==> config.mk <==
export PLATFORM = sky130hd
export DESIGN_NAME = fp_adder
export DESIGN_NICKNAME = d
export VERILOG_FILES = /design/src/fp_add_pkg.sv /design/src/fp_adder.sv /design/src/fp_round_pack.sv /design/src/fp_normalize.sv /design/src/fp_align_add.sv /design/src/fp_unpack.sv
export SDC_FILE = /design/constraint.sdc
export NUM_CORES = 1
export LEC_CHECK = 0
export ABC_AREA = 0
export BUFFER_PORTS_ARGS = -buffer_cell sky130_fd_sc_hd__clkbuf_2
export CORE_ASPECT_RATIO = 1.4
export CORE_UTILIZATION = 64
export DETAILED_ROUTE_END_ITERATION = 16
export HOLD_SLACK_MARGIN = 0.02
export PLACE_DENSITY = 0.84
export SYNTH_ARGS = -nofsm -noshare
export SYNTH_HDL_FRONTEND = slang
export SYNTH_SLANG_ARGS = --single-unit
==> constraint.sdc <==
create_clock -name clk -period 23.2 [get_ports clk]
set_input_delay 3.48 -clock clk [delete_from_list [all_inputs] [get_ports clk]]
set_output_delay 3.48 -clock clk [all_outputs]
set_load 0.005 [all_outputs]
==> src/fp_add_pkg.sv <==
`default_nettype none

package fp_add_pkg;

  // Single-precision word
  typedef logic [31:0] fp32_t;

  typedef enum logic [2:0] {
    rne = 3'd0,
    rtz = 3'd1,
    rdn = 3'd2,
    rup = 3'd3,
    rmm = 3'd4
  } round_mode_e;

  localparam int EXP_W = 8;
  localparam int MAN_W = 23;
  // Fraction plus hidden bit
  localparam int SIG_W = MAN_W + 1;
  // Significand followed by guard, round and sticky
  localparam int EXT_W = SIG_W + 3;

  localparam logic [EXP_W-1:0] EXP_MAX = 8'd255;
  localparam fp32_t QNAN = 32'h7fc0_0000;

  // Register stages from input to output
  localparam int PIPE_DEPTH = 3;

endpackage

`default_nettype wire
==> src/fp_adder.sv <==
`timescale 1ns/1ps
`default_nettype none

module fp_adder (
  input  logic                     clk,
  input  logic                     reset,
  input  logic                     in_valid,
  output logic                     in_ready,
  input  fp_add_pkg::fp32_t        a,
  input  fp_add_pkg::fp32_t        b,
  input  fp_add_pkg::round_mode_e  rmode,
  output logic                     out_valid,
  input  logic                     out_ready,
  output fp_add_pkg::fp32_t        result,
  output logic                     overflow,
  output logic                     underflow
);
  import fp_add_pkg::*;

  // Unpacked operands
  logic             sign_a;
  logic             sign_b;
  logic [EXP_W-1:0] exp_a;
  logic [EXP_W-1:0] exp_b;
  logic [SIG_W-1:0] sig_a;
  logic [SIG_W-1:0] sig_b;
  logic             is_nan_a;
  logic             is_nan_b;
  logic             is_inf_a;
  logic             is_inf_b;
  logic             is_zero_a;
  logic             is_zero_b;

  // Aligned sum stage
  logic             sum_valid;
  logic             sum_ready;
  logic             sum_sign;
  logic [EXP_W-1:0] sum_exp;
  logic [EXT_W:0]   sum_mag;
  round_mode_e      sum_mode;
  logic             sum_special;
  fp32_t            sum_special_word;

  // Normalized stage
  logic             norm_valid;
  logic             norm_ready;
  logic             norm_sign;
  logic [EXP_W-1:0] norm_exp;
  logic [EXT_W-1:0] norm_sig;
  round_mode_e      norm_mode;
  logic             norm_special;
  fp32_t            norm_special_word;
  logic             norm_zero;

  fp_unpack u_unpack (.*);

  fp_align_add u_align_add (.*);

  fp_normalize u_normalize (.*);

  fp_round_pack u_round_pack (.*);

endmodule

`default_nettype wire

==> src/fp_round_pack.sv <==
`timescale 1ns/1ps
`default_nettype none

module fp_round_pack (
  input  logic                          clk,
  input  logic                          reset,
  input  logic                          norm_valid,
  output logic                          norm_ready,
  input  logic                          norm_sign,
  input  logic [fp_add_pkg::EXP_W-1:0]  norm_exp,
  input  logic [fp_add_pkg::EXT_W-1:0]  norm_sig,
  input  fp_add_pkg::round_mode_e       norm_mode,
  input  logic                          norm_special,
  input  fp_add_pkg::fp32_t             norm_special_word,
  input  logic                          norm_zero,
  output logic                          out_valid,
  input  logic                          out_ready,
  output fp_add_pkg::fp32_t             result,
  output logic                          overflow,
  output logic                          underflow
);
  import fp_add_pkg::*;

  logic             guard;
  logic             rest;
  logic             inexact;
  logic             inc;
  logic             to_inf;
  logic [SIG_W:0]   rounded;
  logic [EXP_W:0]   exp_r;
  logic [MAN_W-1:0] frac_r;
  logic             ovf;
  fp32_t            word;
  logic             load;

  assign guard   = norm_sig[2];
  assign rest    = |norm_sig[1:0];
  assign inexact = guard || rest;

  always_comb begin
    case (norm_mode)
      rtz:     inc = 1'b0;
      rdn:     inc = norm_sign && inexact;
      rup:     inc = !norm_sign && inexact;
      rmm:     inc = guard;
      // Nearest even, also for the unused codes
      default: inc = guard && (rest || norm_sig[3]);
    endcase
  end

  // Direction taken once the exponent saturates
  always_comb begin
    case (norm_mode)
      rtz:     to_inf = 1'b0;
      rdn:     to_inf = norm_sign;
      rup:     to_inf = !norm_sign;
      default: to_inf = 1'b1;
    endcase
  end

  assign rounded = {1'b0, norm_sig[EXT_W-1:3]} + {{SIG_W{1'b0}}, inc};

  // Carry past the significand, or a subnormal rounding up into the normal range
  assign exp_r = {1'b0, norm_exp} + {{EXP_W{1'b0}}, rounded[SIG_W]}
               + {{EXP_W{1'b0}}, (norm_exp == '0) && rounded[SIG_W-1]};
  assign frac_r = rounded[SIG_W] ? rounded[MAN_W:1] : rounded[MAN_W-1:0];
  assign ovf    = exp_r >= {1'b0, EXP_MAX};

  always_comb begin
    if (norm_special) begin
      word = norm_special_word;
    end else if (ovf) begin
      word = to_inf ? {norm_sign, EXP_MAX, {MAN_W{1'b0}}}
                    : {norm_sign, EXP_MAX - 8'd1, {MAN_W{1'b1}}};
    end else begin
      word = {norm_sign, exp_r[EXP_W-1:0], frac_r};
    end
  end

  assign norm_ready = !out_valid || out_ready;
  assign load       = norm_valid && norm_ready;

  always_ff @(posedge clk) begin
    if (reset) begin
      out_valid <= 1'b0;
    end else if (load) begin
      out_valid <= 1'b1;
    end else if (out_ready) begin
      out_valid <= 1'b0;
    end
  end

  always_ff @(posedge clk) begin
    if (load) begin
      result    <= word;
      overflow  <= !norm_special && ovf;
      // Tiny after rounding and something was lost
      underflow <= !norm_special && !norm_zero && (exp_r == '0) && inexact;
    end
  end

endmodule

`default_nettype wire

==> src/fp_normalize.sv <==
`timescale 1ns/1ps
`default_nettype none

module fp_normalize (
  input  logic                          clk,
  input  logic                          reset,
  input  logic                          sum_valid,
  output logic                          sum_ready,
  input  logic                          sum_sign,
  input  logic [fp_add_pkg::EXP_W-1:0]  sum_exp,
  input  logic [fp_add_pkg::EXT_W:0]    sum_mag,
  input  fp_add_pkg::round_mode_e       sum_mode,
  input  logic                          sum_special,
  input  fp_add_pkg::fp32_t             sum_special_word,
  output logic                          norm_valid,
  input  logic                          norm_ready,
  output logic                          norm_sign,
  output logic [fp_add_pkg::EXP_W-1:0]  norm_exp,
  output logic [fp_add_pkg::EXT_W-1:0]  norm_sig,
  output fp_add_pkg::round_mode_e       norm_mode,
  output logic                          norm_special,
  output fp_add_pkg::fp32_t             norm_special_word,
  output logic                          norm_zero
);
  import fp_add_pkg::*;

  logic [4:0]       lzc;
  logic [EXP_W-1:0] room;
  logic [EXP_W-1:0] shamt;
  logic [EXT_W-1:0] shifted;
  logic [EXT_W-1:0] sig_n;
  logic [EXP_W-1:0] exp_n;
  logic             load;

  function automatic logic [4:0] lead_zeros(input logic [EXT_W-1:0] v);
    logic [4:0] n;
    logic       found;
    n = 5'd0;
    found = 1'b0;
    for (int i = EXT_W - 1; i >= 0; i--) begin
      if (v[i]) begin
        found = 1'b1;
      end else if (!found) begin
        n = n + 5'd1;
      end
    end
    return n;
  endfunction

  assign lzc = lead_zeros(sum_mag[EXT_W-1:0]);

  // Left shift may not take the exponent below 1
  assign room    = sum_exp - EXP_W'(1);
  assign shamt   = ({3'b000, lzc} > room) ? room : {3'b000, lzc};
  assign shifted = sum_mag[EXT_W-1:0] << shamt;

  always_comb begin
    if (sum_mag[EXT_W]) begin
      // Carry out, the dropped bit joins sticky
      sig_n = {sum_mag[EXT_W:2], sum_mag[1] | sum_mag[0]};
      exp_n = sum_exp + EXP_W'(1);
    end else begin
      sig_n = shifted;
      // Still no hidden bit, so the result is subnormal
      exp_n = shifted[EXT_W-1] ? sum_exp - shamt : '0;
    end
  end

  assign sum_ready = !norm_valid || norm_ready;
  assign load      = sum_valid && sum_ready;

  always_ff @(posedge clk) begin
    if (reset) begin
      norm_valid <= 1'b0;
    end else if (load) begin
      norm_valid <= 1'b1;
    end else if (norm_ready) begin
      norm_valid <= 1'b0;
    end
  end

  always_ff @(posedge clk) begin
    if (load) begin
      norm_sign         <= sum_sign;
      norm_exp          <= exp_n;
      norm_sig          <= sig_n;
      norm_mode         <= sum_mode;
      norm_special      <= sum_special;
      norm_special_word <= sum_special_word;
      norm_zero         <= (sum_mag == '0);
    end
  end

endmodule

`default_nettype wire

==> src/fp_align_add.sv <==
`timescale 1ns/1ps
`default_nettype none

module fp_align_add (
  input  logic                          clk,
  input  logic                          reset,
  input  logic                          in_valid,
  output logic                          in_ready,
  input  logic                          sign_a,
  input  logic                          sign_b,
  input  logic [fp_add_pkg::EXP_W-1:0]  exp_a,
  input  logic [fp_add_pkg::EXP_W-1:0]  exp_b,
  input  logic [fp_add_pkg::SIG_W-1:0]  sig_a,
  input  logic [fp_add_pkg::SIG_W-1:0]  sig_b,
  input  logic                          is_nan_a,
  input  logic                          is_nan_b,
  input  logic                          is_inf_a,
  input  logic                          is_inf_b,
  input  logic                          is_zero_a,
  input  logic                          is_zero_b,
  input  fp_add_pkg::round_mode_e       rmode,
  output logic                          sum_valid,
  input  logic                          sum_ready,
  output logic                          sum_sign,
  output logic [fp_add_pkg::EXP_W-1:0]  sum_exp,
  output logic [fp_add_pkg::EXT_W:0]    sum_mag,
  output fp_add_pkg::round_mode_e       sum_mode,
  output logic                          sum_special,
  output fp_add_pkg::fp32_t             sum_special_word
);
  import fp_add_pkg::*;

  logic             a_big;
  logic             eff_sub;
  logic [EXP_W-1:0] exp_diff;
  logic [SIG_W-1:0] big_sig;
  logic [EXT_W-1:0] small_ext;
  logic [EXT_W-1:0] shifted;
  logic             sticky;
  logic [EXT_W-1:0] aligned;
  logic [EXT_W:0]   mag;
  logic             res_sign;
  logic             is_nan;
  logic             load;

  // A zero operand never wins the ordering
  assign a_big   = is_zero_b || (!is_zero_a && ({exp_a, sig_a} >= {exp_b, sig_b}));
  assign eff_sub = sign_a ^ sign_b;
  assign exp_diff = a_big ? exp_a - exp_b : exp_b - exp_a;
  assign big_sig  = a_big ? sig_a : sig_b;
  assign small_ext = {(a_big ? sig_b : sig_a), 3'b000};

  // Smaller operand shifted right, lost bits folded into sticky
  assign shifted = small_ext >> exp_diff;
  assign sticky  = |(small_ext & ~({EXT_W{1'b1}} << exp_diff));
  assign aligned = {shifted[EXT_W-1:1], shifted[0] | sticky};

  assign mag = eff_sub ? {1'b0, big_sig, 3'b000} - {1'b0, aligned}
                       : {1'b0, big_sig, 3'b000} + {1'b0, aligned};

  always_comb begin
    if (mag == '0) begin
      // Exact cancellation gives -0 only when rounding downward
      res_sign = eff_sub ? (rmode == rdn) : sign_a;
    end else begin
      res_sign = a_big ? sign_a : sign_b;
    end
  end

  assign is_nan = is_nan_a || is_nan_b || (is_inf_a && is_inf_b && eff_sub);

  assign in_ready = !sum_valid || sum_ready;
  assign load     = in_valid && in_ready;

  always_ff @(posedge clk) begin
    if (reset) begin
      sum_valid <= 1'b0;
    end else if (load) begin
      sum_valid <= 1'b1;
    end else if (sum_ready) begin
      sum_valid <= 1'b0;
    end
  end

  always_ff @(posedge clk) begin
    if (load) begin
      sum_sign    <= res_sign;
      sum_exp     <= a_big ? exp_a : exp_b;
      sum_mag     <= mag;
      sum_mode    <= rmode;
      sum_special <= is_nan || is_inf_a || is_inf_b;
      // Infinity keeps its own sign, equal-sign pairs agree anyway
      sum_special_word <= is_nan ? QNAN
                                 : {is_inf_a ? sign_a : sign_b, EXP_MAX, {MAN_W{1'b0}}};
    end
  end

endmodule

`default_nettype wire

==> src/fp_unpack.sv <==
`timescale 1ns/1ps
`default_nettype none

module fp_unpack (
  input  fp_add_pkg::fp32_t                a,
  input  fp_add_pkg::fp32_t                b,
  output logic                             sign_a,
  output logic                             sign_b,
  output logic [fp_add_pkg::EXP_W-1:0]     exp_a,
  output logic [fp_add_pkg::EXP_W-1:0]     exp_b,
  output logic [fp_add_pkg::SIG_W-1:0]     sig_a,
  output logic [fp_add_pkg::SIG_W-1:0]     sig_b,
  output logic                             is_nan_a,
  output logic                             is_nan_b,
  output logic                             is_inf_a,
  output logic                             is_inf_b,
  output logic                             is_zero_a,
  output logic                             is_zero_b
);
  import fp_add_pkg::*;

  logic [EXP_W-1:0] raw_exp_a;
  logic [EXP_W-1:0] raw_exp_b;
  logic [MAN_W-1:0] frac_a;
  logic [MAN_W-1:0] frac_b;

  assign sign_a    = a[31];
  assign sign_b    = b[31];
  assign raw_exp_a = a[30:23];
  assign raw_exp_b = b[30:23];
  assign frac_a    = a[MAN_W-1:0];
  assign frac_b    = b[MAN_W-1:0];

  // Subnormals and zeros sit at the scale of exponent 1
  assign exp_a = (raw_exp_a == '0) ? EXP_W'(1) : raw_exp_a;
  assign exp_b = (raw_exp_b == '0) ? EXP_W'(1) : raw_exp_b;

  // Hidden bit only for nonzero exponent
  assign sig_a = {raw_exp_a != '0, frac_a};
  assign sig_b = {raw_exp_b != '0, frac_b};

  assign is_nan_a  = (raw_exp_a == EXP_MAX) && (frac_a != '0);
  assign is_nan_b  = (raw_exp_b == EXP_MAX) && (frac_b != '0);
  assign is_inf_a  = (raw_exp_a == EXP_MAX) && (frac_a == '0);
  assign is_inf_b  = (raw_exp_b == EXP_MAX) && (frac_b == '0);
  assign is_zero_a = (raw_exp_a == '0) && (frac_a == '0);
  assign is_zero_b = (raw_exp_b == '0) && (frac_b == '0);

endmodule

`default_nettype wire

==> impl_metrics.ini <==
[sta]
finalHoldViolCount = 0
slew_headroom = 0.284
period_needed_ns = 21.81
skew_ns = 0.0289
final_max_slew_viol_count = 0
worst_pin_slew_ns = 1.06
fmax_mhz = 45.9
layout_setup_ws_ns = 1.39
period_share = 0.940
setup_tns_ns = 0
rsz0062_at_grt = no
fin_hold_ws_ns = 0.425
setup_violations = 0

[setup_path]
worstPathArrival_ns = 21.97
critPathLaunchType = flop
critical_path.endpoint_type = flop
crit_family = compound AO/OA/AOI/OAI gates
max_stage_delay_ns = 0.59
cp.buffers_inverters = 4
cpMaxStageDelayCell = clkinvlp_4
cp_common_cell = ha_1
crit_required_ns = 23.36
crit_path_max_fanout = 16
setup.worst_path.class = reg -> reg

[synthesis]
synth-edff-count = 120
synth_top_area_cell = edfxtp_1
ys_seq_area_frac = 0.200
async_flop_share = 0
netlist_area_um2 = 18300
synth_top_area_frac = 0.197
ys_warn_count = 0
ys_seq_elements = 123
synth.area.top_cells = edfxtp_1, ha_1, mux2i_1
synth_flop_cell = edfxtp_1
synthCells = 2362
syn_area_per_cell_um2 = 7.75
synthDistinctLibCells = 123

[die]
rows = 72
initial_utilization = 0.657
coreArea_um2 = 27800
die-area_um2 = 29300
dieHeight_um = 202
ios = 107
die_w_um = 145

[power_and_ir_drop]
peakVddDrop_v = 0.0000633
power_switching_w = 0.000887
power.density_nw_per_um2 = 91.0
switching_share = 0.496
p_clk_frac = 0.166
power_frac_seq = 0.210
pwr-share-comb = 0.624
internal_power_w = 0.000902
cellLeakagePower_nw = 8.05
finalPower_w = 0.00179

[place]
place_congestion = 1.02
portBuffers = 106
place_ws_ns = 1.53
dp_hpwl_mm = 52.1

[outcome]
status = complete, no violations

[cells_and_area]
utilization = 0.707
layout.nets = 2582
drive_gt1_frac = 0.129
num_antenna_cells = 0
nFillCells = 2167
area_growth_pct = 7.49

[clock_tree]
h-tree-depth = 4
clkTransAtPathRegs_ns = 0.08
cts_setup_buffers = 0
tritoncts = built
cts.sinks = 123
clock-root-buffer = clkbuf_16
clk-insertion-delay-late_ns = 0.44
clockBufferDepth = 2
numCtsBuffers = 17

[detailed_routing]
vias = 19300
route.detailed.drc = 0
vias_per_cell = 7.00
drt-pass1-iter-count = 8
ant_nets = 0
drt_iter0_drc = 1891
routedWlPerCell_um = 24.4
routed_wl_mm = 67.4

[global_routing]
use_met2 = 0.786
grt_use_met3 = 0.0698
use_met1 = 0.455
grt_pass1_wl_mm = 104
grt_max_degree = 62
grt_pass1_vias = 19000
antenna_found_initial = 1
busiest_layer = met2
overflow = 0
track_usage = 0.455

[hold_path]
hp-class = reg -> reg

[flow_run]
drv_cap = 0
-- path summary, 6_finish.rpt --
check	start	to	slack, ns	cells after the start
hold / removal	u_align_add.sum_special_word[31]$_SDFFCE_PP0P_	u_normalize.norm_special_word[31]$_DFFE_PP_	0.43	0
setup reg to reg	u_align_add.sum_mag[26]$_DFFE_PP_	u_normalize.norm_exp[7]$_DFFE_PP_	1.39	102
setup / recovery	u_align_add.sum_mag[26]$_DFFE_PP_	u_normalize.norm_exp[7]$_DFFE_PP_	1.39	102
hold reg to reg	u_align_add.sum_special_word[31]$_SDFFCE_PP0P_	u_normalize.norm_special_word[31]$_DFFE_PP_	0.43	0
-- synthesized netlist by cell type, types with 13 or more instances --
cell      number
nor2b_1       41
nand3_1       57
and3_1        22
nand2_1      262
nor3_1        60
nand2b_1      31
a211oi_1      37
ha_1         128
nor2_1       203
buf_2         19
o211ai_1      47
or4_1         13
o31ai_1       28
or3_1         20
o21bai_1      16
o21a_1        15
nor4_1        27
or2_2         17
mux2i_1      103
o21ai_1       24
a21oi_1      144
xnor2_1      101
edfxtp_1     120
o21ai_0      166
a31oi_1       20
xor2_1        45
clkbuf_1     111
mux2_2        36
nand4_1       30
a21o_1        31
inv_1        126
-- stage by stage --
step / area [µm²] / instances
global placement: 19000 / 2728
global route: 19700 / 2761
finish: 19700 / 2761
detailed placement: 19000 / 2728
floorplan: 18300 / 2363
CTS: 19700 / 2760
-- registers in the layout, summed over array words and instances, names as in the netlist --
name / count
u_align_add.sum_exp: 8
u_round_pack.underflow: 1
u_normalize.norm_mode: 3
u_round_pack.out_valid: 1
u_align_add.sum_special: 1
u_normalize.norm_exp: 8
u_align_add.sum_valid: 1
u_align_add.sum_sign: 1
u_normalize.norm_sign: 1
u_align_add.sum_mag: 28
u_normalize.norm_special: 1
u_normalize.norm_valid: 1
u_normalize.norm_sig: 27
u_round_pack.result: 32
u_align_add.sum_mode: 3
u_normalize.norm_zero: 1
u_round_pack.overflow: 1
u_normalize.norm_special_word: 2
u_align_add.sum_special_word: 2
-- cell type report --
class                           instances  area, µm²  share of cell area
Timing Repair inverter                  1       5.00            0.000254
Sequential cell                       123       3660               0.186
Inverter                              128        484              0.0246
Timing Repair Buffer                  136        756              0.0384
Multi-Input combinational cell       1971      13700               0.695
Clock buffer                           17        425              0.0216
Clock inverter                         15        200              0.0102
Tap cell                              370        463              0.0235
-- power groups by stage --
stage	sequential [W]	combinational (W)	clock (W)
2_1_floorplan	0.000323	0.000819	0
3_3_place_gp	0.000369	0.00104	0
3_5_place_dp	0.000372	0.00107	0
4_1_cts	0.000368	0.00108	0.000294
5_1_grt	0.000375	0.00119	0.000304
6_report	0.000375	0.00112	0.000297
-- routing by layer --
layer,wire [µm],share of wire
met1,22200,0.33
met2,32300,0.48
met3,5020,0.074
met4,7890,0.12
met5,15,0.00022
-- placed cells by master, fill, tap and decap left out, types with 31 or more instances in the layout --
cell type and n:
xor2_1 44, a21o_1 31, clkbuf_2 106, inv_1 125
a211oi_1 37, nor3_1 60, nor2_1 203, a21oi_1 143
edfxtp_1 120, nand2_1 262, nand2b_1 31, mux2i_1 100
nor2b_1 40, ha_1 127, o211ai_1 47, xnor2_1 100
mux2_2 36, nand3_1 57, o21ai_0 166
-- worst register-to-register path, delay by kind of cell (launching register included) --
kind,cells,cell delay (ns)
AO/OA/AOI/OAI,35,7.94
adder cells (fa/ha/maj),16,4.98
AND/OR/NAND/NOR,29,3.91
XOR/XNOR,12,2.20
multiplexers,6,1.05
buffers and inverters,4,0.91
flip-flops,1,0.55
-- kinds of logic after synthesis --
kind of cell | count (synthesis) | share of synthesized area
fa+ha+maj | 134 | 0.0935
simple gates | 860 | 0.234
flops | 123 | 0.200
mux | 143 | 0.0821
other cells | 1 | 0.000205
buf+inv | 269 | 0.0573
compound gates | 666 | 0.242
xor+xnor | 166 | 0.0912
-- what timing repair did --
action                     CTS  global route
gates resized for setup      0             2
setup endpoints to repair    0             9
hold buffers                 0             0
Note: power is estimated with default switching activity, not from simulation.
